==> src/hdl/fpm_params.svh <==
// width, limit and step-count macros for the FPM exponent slice, included by package and RTL
`ifndef FPM_PARAMS_SVH
`define FPM_PARAMS_SVH

// ----------------------------------------------------------
// datapath widths
// ----------------------------------------------------------

// exponent word as seen on W and D
`define FPM_EXP_W 8
// exponent with the two extension bits d[-1], d[-2]
`define FPM_EXT_W 10
// alignment / iteration step counter
`define FPM_FIC_W 6

// shift distance at which the smaller mantissa vanishes
`define FPM_ALIGN_LIMIT 40

// ----------------------------------------------------------
// step counts loaded into fic on f4
// ----------------------------------------------------------
`define FPM_STEPS_MF 39
`define FPM_STEPS_DW 17
`define FPM_STEPS_MW 16
`define FPM_STEPS_DF 40

`endif

==> src/hdl/fpm_pkg.sv <==
// shared vector types of the FPM exponent slice, imported by the RTL and the testbench
`default_nettype none

`include "fpm_params.svh"

package fpm_pkg;

	// exponent word and its ten-bit two's-complement extension
	typedef logic [`FPM_EXP_W-1:0] exp_t;
	typedef logic [`FPM_EXT_W-1:0] exp_ext_t;

	// step counter value
	typedef logic [`FPM_FIC_W-1:0] fic_t;

	// instruction field ir[7:9]
	typedef logic [2:0] op_code_t;

	// one bit per operation, ad at the msb down to df at the lsb
	typedef logic [7:0] op_onehot_t;

	// B bus select, fcb then scc
	typedef logic [1:0] bbus_mode_t;

	// bit positions inside op_onehot_t
	localparam int unsigned OP_MW = 5;
	localparam int unsigned OP_DW = 4;
	localparam int unsigned OP_AF = 3;
	localparam int unsigned OP_SF = 2;
	localparam int unsigned OP_MF = 1;
	localparam int unsigned OP_DF = 0;

endpackage

`default_nettype wire

==> src/hdl/fpm_exp_if.sv <==
// exponent results passed from the exponent path to the alignment control
`timescale 1ns/10ps
`default_nettype none

interface fpm_exp_if;

	import fpm_pkg::*;

	// adder result, its sign and the two-sided range test
	exp_ext_t sum;
	logic     sum_neg;
	logic     ge_limit;

	// extended D register
	exp_ext_t d_ext;

	modport src (output sum, output sum_neg, output ge_limit, output d_ext);

	modport dst (input sum, input sum_neg, input ge_limit, input d_ext);

endinterface

`default_nettype wire

==> src/hdl/fpm_exp_path.sv <==
// exponent datapath with L bus, D and B registers, B bus, adder and limit test, used by fpm_top
`timescale 1ns/10ps
`default_nettype none

`include "fpm_params.svh"

module fpm_exp_path (
	input  wire                     wdtwtg_clk,
	input  wire                     _0_f,
	input  wire fpm_pkg::exp_t      w,
	input  wire                     lkb,
	input  wire                     l_d,
	input  wire                     clr_d,
	input  wire                     f2,
	input  wire                     strob_fp,
	input  wire fpm_pkg::bbus_mode_t bbus_mode,
	input  wire                     pc8,
	fpm_exp_if.src                  exp,
	output fpm_pkg::exp_t           d
);

	import fpm_pkg::*;

	localparam int EXT_BITS = `FPM_EXT_W - `FPM_EXP_W;

	exp_t     b_reg;
	exp_t     bbus;
	exp_ext_t bbus_ext;
	exp_ext_t lbus;

	logic signed [`FPM_EXT_W-1:0] sum_s;

	// ----------------------------------------------------------
	// L bus and D register
	// ----------------------------------------------------------

	// W comes in sign-extended, otherwise the adder feeds back
	assign lbus = lkb ? {{EXT_BITS{w[`FPM_EXP_W-1]}}, w} : exp.sum;

	// clr_d wins over l_d
	always_ff @(posedge wdtwtg_clk or posedge _0_f) begin
		if (_0_f) begin
			exp.d_ext <= '0;
		end else if (clr_d) begin
			exp.d_ext <= '0;
		end else if (l_d) begin
			exp.d_ext <= lbus;
		end
	end

	assign d = exp.d_ext[`FPM_EXP_W-1:0];

	// ----------------------------------------------------------
	// B register and B bus
	// ----------------------------------------------------------

	always_ff @(posedge wdtwtg_clk or posedge _0_f) begin
		if (_0_f) begin
			b_reg <= '0;
		end else if (f2 && strob_fp) begin
			b_reg <= exp.d_ext[`FPM_EXP_W-1:0];
		end
	end

	// inverted B with pc8 set gives the difference D - B
	always_comb begin
		case (bbus_mode)
			2'b00:   bbus = ~b_reg;
			2'b01:   bbus = b_reg;
			2'b10:   bbus = '1;
			default: bbus = '0;
		endcase
	end

	assign bbus_ext = {{EXT_BITS{bbus[`FPM_EXP_W-1]}}, bbus};

	// ----------------------------------------------------------
	// exponent adder and range test
	// ----------------------------------------------------------

	// ten-bit sum wrapping modulo 1024
	assign exp.sum = exp.d_ext + bbus_ext + exp_ext_t'(pc8);
	assign exp.sum_neg = exp.sum[`FPM_EXT_W-1];

	assign sum_s = $signed(exp.sum);

	// difference too large in either direction
	assign exp.ge_limit = (sum_s >= `FPM_ALIGN_LIMIT) || (sum_s <= -`FPM_ALIGN_LIMIT);

endmodule

`default_nettype wire

==> src/hdl/fpm_op_decode.sv <==
// floating-point instruction decoder producing one-hot operations and group flags for fpm_top
`timescale 1ns/10ps
`default_nettype none

module fpm_op_decode (
	input  wire fpm_pkg::op_code_t    ir,
	input  wire                       pufa,
	input  wire                       nrf,
	output fpm_pkg::op_onehot_t       ops,
	output logic                      ff,
	output logic                      ss,
	output logic                      puf
);

	import fpm_pkg::*;

	// ----------------------------------------------------------
	// operation decode
	// ----------------------------------------------------------

	// ir = 0 selects ad at the msb, ir = 7 selects df at the lsb
	always_comb begin
		ops = '0;
		if (pufa) begin
			ops[7 - ir] = 1'b1;
		end
	end

	// ----------------------------------------------------------
	// group outputs
	// ----------------------------------------------------------

	// floating point including normalize
	assign ff = nrf | ir[2];

	// fixed point group ad, sd, mw, dw
	assign ss = pufa & ~ir[2];

	// any arithmetic unit instruction
	assign puf = pufa | nrf;

endmodule

`default_nettype wire

==> src/hdl/fpm_align_ctl.sv <==
// alignment flags g, wdt, wt and the fic step counter driven by the f strobes, used by fpm_top
`timescale 1ns/10ps
`default_nettype none

`include "fpm_params.svh"

module fpm_align_ctl (
	input  wire                      wdtwtg_clk,
	input  wire                      _0_f,
	input  wire                      strob_fp,
	input  wire                      strob2_fp,
	input  wire                      f4,
	input  wire                      f5,
	input  wire                      f8,
	input  wire fpm_pkg::op_onehot_t ops,
	fpm_exp_if.dst                   exp,
	output logic                     g,
	output logic                     wdt,
	output logic                     wt,
	output fpm_pkg::fic_t            fic,
	output logic                     fic_done
);

	import fpm_pkg::*;

	logic af_sf;
	logic capture;
	logic step_load;
	logic fic_load;
	logic fic_clr;
	logic count_en;
	fic_t step_cnt;
	fic_t load_val;

	// ----------------------------------------------------------
	// strobe qualification
	// ----------------------------------------------------------

	assign af_sf = ops[OP_AF] | ops[OP_SF];

	// exponent compare result is taken here
	assign capture = f5 & strob_fp & af_sf;

	assign step_load = f4 & strob_fp;
	assign fic_load = capture | step_load;
	assign count_en = f8 & strob_fp;

	// alignment overflow leaves nothing to shift
	assign fic_clr = strob2_fp & f5 & g;

	// ----------------------------------------------------------
	// alignment flags
	// ----------------------------------------------------------

	always_ff @(posedge wdtwtg_clk or posedge _0_f) begin
		if (_0_f) begin
			g <= 1'b0;
			wdt <= 1'b0;
			wt <= 1'b0;
		end else if (capture) begin
			g <= exp.ge_limit;
			// negative difference means T gets denormalized
			wdt <= exp.sum_neg;
			wt <= exp.ge_limit & ~exp.sum_neg;
		end
	end

	// ----------------------------------------------------------
	// fic step counter
	// ----------------------------------------------------------

	// operations without a step count load zero
	always_comb begin
		step_cnt = '0;
		if (ops[OP_MF]) begin
			step_cnt = fic_t'(`FPM_STEPS_MF);
		end else if (ops[OP_DW]) begin
			step_cnt = fic_t'(`FPM_STEPS_DW);
		end else if (ops[OP_MW]) begin
			step_cnt = fic_t'(`FPM_STEPS_MW);
		end else if (ops[OP_DF]) begin
			step_cnt = fic_t'(`FPM_STEPS_DF);
		end
	end

	// capture and step-count sources merged by OR
	assign load_val = (capture ? exp.sum[`FPM_FIC_W-1:0] : fic_t'(0))
		| (step_load ? step_cnt : fic_t'(0));

	always_ff @(posedge wdtwtg_clk or posedge _0_f) begin
		if (_0_f) begin
			fic <= '0;
		end else if (fic_clr) begin
			fic <= '0;
		end else if (fic_load) begin
			fic <= load_val;
		end else if (count_en) begin
			// wdt steers the direction and the count wraps modulo 64
			fic <= wdt ? fic + fic_t'(1) : fic - fic_t'(1);
		end
	end

	assign fic_done = (fic == '0);

endmodule

`default_nettype wire

==> src/hdl/fpm_top.sv <==
// top level of the FPM exponent slice, plain pins wired to the three blocks
`timescale 1ns/10ps
`default_nettype none

module fpm_top (
	input  wire                      wdtwtg_clk,
	input  wire                      _0_f,
	input  wire fpm_pkg::exp_t       w,
	input  wire                      lkb,
	input  wire                      l_d,
	input  wire                      clr_d,
	input  wire                      fcb,
	input  wire                      scc,
	input  wire                      pc8,
	input  wire                      strob_fp,
	input  wire                      strob2_fp,
	input  wire                      f2,
	input  wire                      f4,
	input  wire                      f5,
	input  wire                      f8,
	input  wire fpm_pkg::op_code_t   ir,
	input  wire                      pufa,
	input  wire                      nrf,
	output wire fpm_pkg::exp_t       d,
	output wire                      g,
	output wire                      wdt,
	output wire                      wt,
	output wire fpm_pkg::fic_t       fic,
	output wire                      fic_done,
	output wire fpm_pkg::op_onehot_t ops,
	output wire                      ff,
	output wire                      ss,
	output wire                      puf
);

	import fpm_pkg::*;

	wire bbus_mode_t bbus_mode;

	assign bbus_mode = {fcb, scc};

	// exponent results toward the alignment control
	fpm_exp_if exp_bus ();

	fpm_exp_path u_exp_path (
		.wdtwtg_clk (wdtwtg_clk),
		._0_f       (_0_f),
		.w          (w),
		.lkb        (lkb),
		.l_d        (l_d),
		.clr_d      (clr_d),
		.f2         (f2),
		.strob_fp   (strob_fp),
		.bbus_mode  (bbus_mode),
		.pc8        (pc8),
		.exp        (exp_bus.src),
		.d          (d)
	);

	fpm_op_decode u_op_decode (
		.ir   (ir),
		.pufa (pufa),
		.nrf  (nrf),
		.ops  (ops),
		.ff   (ff),
		.ss   (ss),
		.puf  (puf)
	);

	fpm_align_ctl u_align_ctl (
		.wdtwtg_clk (wdtwtg_clk),
		._0_f       (_0_f),
		.strob_fp   (strob_fp),
		.strob2_fp  (strob2_fp),
		.f4         (f4),
		.f5         (f5),
		.f8         (f8),
		.ops        (ops),
		.exp        (exp_bus.dst),
		.g          (g),
		.wdt        (wdt),
		.wt         (wt),
		.fic        (fic),
		.fic_done   (fic_done)
	);

endmodule

`default_nettype wire

==> config.mk <==
export PLATFORM = sky130hd
export DESIGN_NAME = fpm_top
export DESIGN_NICKNAME = d
export VERILOG_FILES = /design/src/hdl/fpm_pkg.sv /design/src/hdl/fpm_exp_if.sv /design/src/hdl/fpm_exp_path.sv /design/src/hdl/fpm_op_decode.sv /design/src/hdl/fpm_align_ctl.sv /design/src/hdl/fpm_top.sv
export VERILOG_INCLUDE_DIRS = /design/src /design/src/hdl
export SDC_FILE = /design/constraint.sdc
export NUM_CORES = 1
export LEC_CHECK = 0
export BUFFER_PORTS_ARGS = -buffer_cell sky130_fd_sc_hd__buf_2
export CORE_MARGIN = 2
export CORE_UTILIZATION = 30
export DETAILED_ROUTE_END_ITERATION = 10
export SLEW_MARGIN = 15
export SYNTH_ARGS = -nofsm -noshare
export SYNTH_HDL_FRONTEND = slang
export SYNTH_HIERARCHICAL = 1
export SYNTH_SLANG_ARGS = --single-unit
==> constraint.sdc <==
create_clock -name wdtwtg_clk -period 4.2 [get_ports wdtwtg_clk]
set_input_delay 0.42 -clock wdtwtg_clk [delete_from_list [all_inputs] [get_ports wdtwtg_clk]]
set_output_delay 0.42 -clock wdtwtg_clk [all_outputs]
set_load 0.02 [all_outputs]
==> results of run 1 <==
## power breakdown
| part | switching (mW) | total (mW) | internal (mW) |
|---|---|---|---|
| combinational | 0.374 | 0.660 | 0.286 |
| clock | 0.0856 | 0.153 | 0.0674 |
| sequential | 0.0542 | 0.369 | 0.315 |
## area by class of cell
class,instances,area [um^2],area share
clock buffers,3,41.3,0.0155
clock inverters,1,7.51,0.00281
inverters,15,56.3,0.0211
multi-input cells,196,1490,0.558
flip-flops and latches,27,676,0.253
well taps,99,124,0.0464
repair buffers,55,275,0.103
## per-stage QoR
stage	instances	power (mW)	utilization
2_1_floorplan	248	0.863	-
3_3_place_gp	392	1.02	0.359
3_5_place_dp	392	1.03	0.359
4_1_cts	396	1.19	0.366
5_1_grt	396	1.29	0.366
6_report	396	1.18	0.366
## path summary, 6_finish.rpt
kind	start	end	depth (start not counted)
max	fcb	u_align_ctl/g	13
min	_0_f	u_align_ctl/wt	2
max reg2reg	u_exp_path/b_reg[0]	u_align_ctl/g	12
min reg2reg	u_exp_path/b_reg[0]	u_exp_path/b_reg[0]	2
max in group asynchronous	_0_f	u_exp_path/exp.d_ext[1]	2
min in group wdtwtg_clk	clr_d	u_exp_path/exp.d_ext[7]	2
## metal layers
layer,vias up,GRT usage,share of wire
li1,1010,-,-
met1,920,0.189,0.50
met2,39,0.219,0.46
met3,2,0.0241,0.034
met4,0,0.0215,0.0035
met5,-,0,0
## critical path: cells and delay by family
| kind | cells | cell delay, ps |
|---|---|---|
| adders and majority gates | 2 | 890 |
| AOI/OAI and AO/OA | 3 | 430 |
| xor gates and xnor gates | 2 | 440 |
| buffers and inverters | 1 | 150 |
| muxes | 1 | 270 |
| and+or+nand+nor | 4 | 580 |
## cell usage in the layout, fill, tap and decap left out, types with 3 or more instances in the layout
cell type	n
mux2_2	7
o211ai_1	3
xnor2_1	16
buf_2	55
a21oi_1	10
ha_1	12
inv_1	15
nor2b_1	9
o21ai_0	20
nand2b_1	7
clkbuf_8	3
mux2i_1	5
nor3_1	3
dfrtp_1	27
nand3_1	3
nor2_1	17
o21a_1	4
and4b_2	3
a21o_1	5
a31oi_1	4
fa_1	3
nor3b_1	4
nand2_1	15
a211oi_1	9
==> run metrics, run 1 <==
final setup margin=1190 ps; Max-slew headroom=0.530; Initial Utilization=0.311; Iter 0 DRT Violations=between 60 and 70; Fmax=~0.33 GHz; post-CTS setup buffer count=0; Hold Crit Class=in2async; peak supply drop=between 0.2 and 0.25 mV; status=finished clean; maximum number of pins on one net before global-route repair=21; yosys warns=6; DR pass1 iterations=4; gr usage total=0.134; Die X=between 90 and 100 um; dpl hpwl=~4.3 mm; layout cells sized above 1=0.279; CP max stage cell=fa_1; die footprint=8280 um^2; Layout Area Growth over Synthesis=17.5%; Critical Path Start Type=input port; Post-Route Skew=about 4.3 ps; Ports=between 50 and 60; n_diodes=0; number of max-cap violations=0; htree depth=1; Hold Slack=between 100 and 150 ps; Syn Nets=290; cts hold-fix bufs=0; CP max stage delay=about 450 ps; max reg flops=10; worst reg2reg setup slack=~1200 ps; vias=between 1.5k and 2k; cell row count=31; CTS buffer count=3; DR DRC count=0; crit path DAT=between 3000 and 4000 ps; RSZ-0062 raised after global routing=no; CP required=around 4400 ps; clock sinks=27; DP Worst Slack=between 800 and 900 ps; wire per inst=13.7 um; pwr/cell area=around 440 nW/um^2; Leakage=1.26 nW; grt ovf=0; routed vias/inst=4.98; Worst-path clk slew=~90 ps; Tcrit/Tclk final=0.717; initial antenna violation count=0; Die Ht=about 91 um; Final GP Congestion=between 0.9 and 1; mapped cell area=~2300 um^2; PortBufs=55; Cell Area, Placed=between 2000 and 3000 um^2; CP Capture Type=flop; post-route setup TNS=0 ps; Slew @ Worst Pin=~700 ps; final net count=340; fill count=roughly 790; final period demand of the worst path=3010 ps; CTS tree=done; Worst-Skew Late Latency=270 ps; Synth Instances=248; post-cts sizing count=0; Slew Limit Fails=0; Final Hold Vio Count=0; clk buf depth=2; crit path cell chain=buf_2 -> nand2b_1 -> xnor2_1 -> fa_1 -> fa_1 -> nor2b_1 -> o21a_1 -> nor2_1 -> xnor2_1 -> a31o_1 -> and4_4 -> a22oi_1 -> mux2_2; crit-path max FO=8; Final ANT Viol Nets=0; design area=~2700 um^2; Setup-failing EPs final=0; first-pass GRT wire length=between 9 and 10 mm; Syn Area/Cell=9.16 um^2; core box area=7290 um^2; Setup Crit Path Kind=in2reg; final WL=5.42 mm; vias in the first global route=between 1.5k and 2k; Root Buffer Master=clkbuf_8
(Power assumes the default switching activity.)
==> inputs of run 2 (changes only) <==
clock period = 2.92 ns   (was 4.2 ns; I/O delays follow)
==> run 2 against run 1 <==
Net effect:
- core utilization up 2.0 points
- combinational power up 59%
- flip-flop and latch count unchanged
- register-to-register slack worse by 1000 ps
- clock skew about the same
==> run metrics, run 2 (synthesis gave the netlist of run 1 again) <==
placed cells=405 (+3.3%); CP Capture Type=flop; final period demand of the worst path=2720 ps; GRT busiest layer=met2; Slew @ Worst Pin=738 ps (+33.4 ps); DR pass1 iterations=4 (unchanged); final setup margin=200 ps (-991 ps); multi-input logic area=1510 um^2 (+1.5%); DP Worst Slack=-111 ps (-999 ps); dpl hpwl=4.49 mm (+4.2%); Hold Slack=338 ps (+222 ps); Tcrit/Tclk final=0.932; maximum number of pins on one net before global-route repair=21 (unchanged); crit path cell chain=nand2b_1 -> xnor2_1 -> fa_2 -> buf_4 -> nor2b_4 -> o211a_1 -> o21ai_0 -> a221o_1 -> xnor2_2 -> nor4_1 -> a22oi_1 -> mux2_2; crit-path max FO=3 (-5); GR Layer Usage met3=0.0290 (+0.00498); clk buf depth=2 (unchanged); Initial Utilization=0.311 (unchanged); Ports=56 (unchanged); wire per inst=13.6 um (-0.50%); Setup Crit Path Kind=reg2reg; Worst-Skew Late Latency=280 ps (about the same); GR Layer Usage met1=0.184 (-0.00518); Setup-failing EPs final=0 (unchanged); Fmax=0.368 GHz; n_diodes=0 (unchanged); Largest delay share family, worst path=compound AO/OA/AOI/OAI gates; sequential cell area=676 um^2 (unchanged); post-route setup TNS=0 ps (unchanged); DR DRC count=0 (unchanged); CP required=3090 ps (-1280 ps); Final Hold Vio Count=0 (unchanged); final net count=356 (+4.7%); final WL=5.61 mm (+3.5%); htree depth=1 (unchanged); Root Buffer Master=clkbuf_8; Die Ht=91.0 um (unchanged); design area=2810 um^2 (+5.4%); Die X=91.0 um (unchanged); Max-slew headroom=0.508 (-0.0223); Final GP Congestion=0.856 (-5.4%); commonest non-fill, non-tap cell in the layout=buf_2; commonest non-fill, non-tap cells in the layout=buf_2 (55), dfrtp_1 (27), o21ai_0 (19), nor2_1 (17); vias in the first global route=1,979 (+5.0%); fill count=761 (-3.9%); Slew Limit Fails=0 (unchanged); peak supply drop=0.278 mV (+38%); crit path DAT=2890 ps (-290 ps); Leakage=1.35 nW (+7.1%); non-filler cells in the finished layout=412 (+4.0%); layout cells sized above 1=0.329 (+0.0496); Cell Area, Placed=2720 um^2 (+3.7%); pwr/cell area=641 nW/um^2 (+45%); CP max stage cell=dfrtp_1; met2 usage=0.230 (+0.0105); first-pass GRT wire length=9.39 mm (+2.1%); status=finished clean; die footprint=8280 um^2 (unchanged); routed vias/inst=4.93 (-0.96%); clock sinks=27 (unchanged); CTS buffer count=3 (unchanged); worst reg2reg setup slack=200 ps (-1020 ps); Layout Area Growth over Synthesis=23.9%; max reg flops=10 (unchanged); number of max-cap violations=0 (unchanged); CP max stage delay=360 ps (-90 ps); Hold Crit Class=in2reg; PortBufs=55 (unchanged); Crit path buffers/inverters=1 (unchanged); Final ANT Viol Nets=0 (unchanged); Critical Path Start Type=flop; grt ovf=0 (unchanged); Iter 0 DRT Violations=60 (-10%); cell row count=31 (unchanged); core box area=7290 um^2 (unchanged); gr usage total=0.137 (+0.00280); Post-Route Skew=4.01 ps (-0.267 ps); CTS tree=done; Worst-path clk slew=100 ps (about the same); vias=2,031 (+3.0%); initial antenna violation count=0 (unchanged)
-- run 2: report_power, final --
part           leakage (nW)  total (mW)  internal [mW]  switching (mW)
sequential            0.347       0.531          0.453          0.0780
clock                0.0217       0.220         0.0970           0.123
combinational         0.979        1.05          0.490           0.562
total                  1.35        1.80           1.04           0.763
-- run 2: worst reg2reg max path, stage by stage (launching register included) --
cell and delay [ps]:
dfrtp_1 360, nand2b_1 70, xnor2_1 150, fa_2 360, buf_4 150, nor2b_4 120, o211a_1 160, o21ai_0 80
a221o_1 360, xnor2_2 150, nor4_1 270, a22oi_1 120, mux2_2 270
-- run 2: worst paths after layout --
path,depth (start not counted),endpoint,from
max reg2reg,12,u_align_ctl/g,u_exp_path/b_reg[0]
min reg2reg,2,u_exp_path/b_reg[1],u_exp_path/b_reg[1]
min,2,u_exp_path/exp.d_ext[9],clr_d
max in group asynchronous,3,u_exp_path/b_reg[4],_0_f
min in group asynchronous,3,u_align_ctl/wt,_0_f
max,12,u_align_ctl/g,u_exp_path/b_reg[0]
-- run 2: area by class of cell --
| cell class | instances | share of cell area |
|---|---|---|
| Clock inverter | 1 | 0.00267 |
| Tap cell | 99 | 0.0440 |
| Sequential cell | 27 | 0.240 |
| Multi-Input combinational cell | 196 | 0.537 |
| Timing Repair Buffer | 71 | 0.141 |
| Inverter | 15 | 0.0200 |
| Clock buffer | 3 | 0.0147 |
-- run 2: metrics by stage --
step | total power, mW | util
global placement | 1.55 | 0.373
detailed placement | 1.56 | 0.373
CTS | 1.80 | 0.381
floorplan | 1.24 | -
global route | 1.97 | 0.386
finish | 1.80 | 0.386
-- run 2: routing by layer --
metal	part of all wire	routed length (um)
met1	0.48	2700
met2	0.47	2640
met3	0.043	243
met4	0.0034	19
met5	0	0
-- run 2: timing repair --
item | in CTS | in global routing
hold buffers | 1 | 0
gates resized for setup | 0 | 6
setup buffers | 0 | 2
endpoints found under the setup margin | 0 | 3
endpoints found under the hold margin | 9 | 0
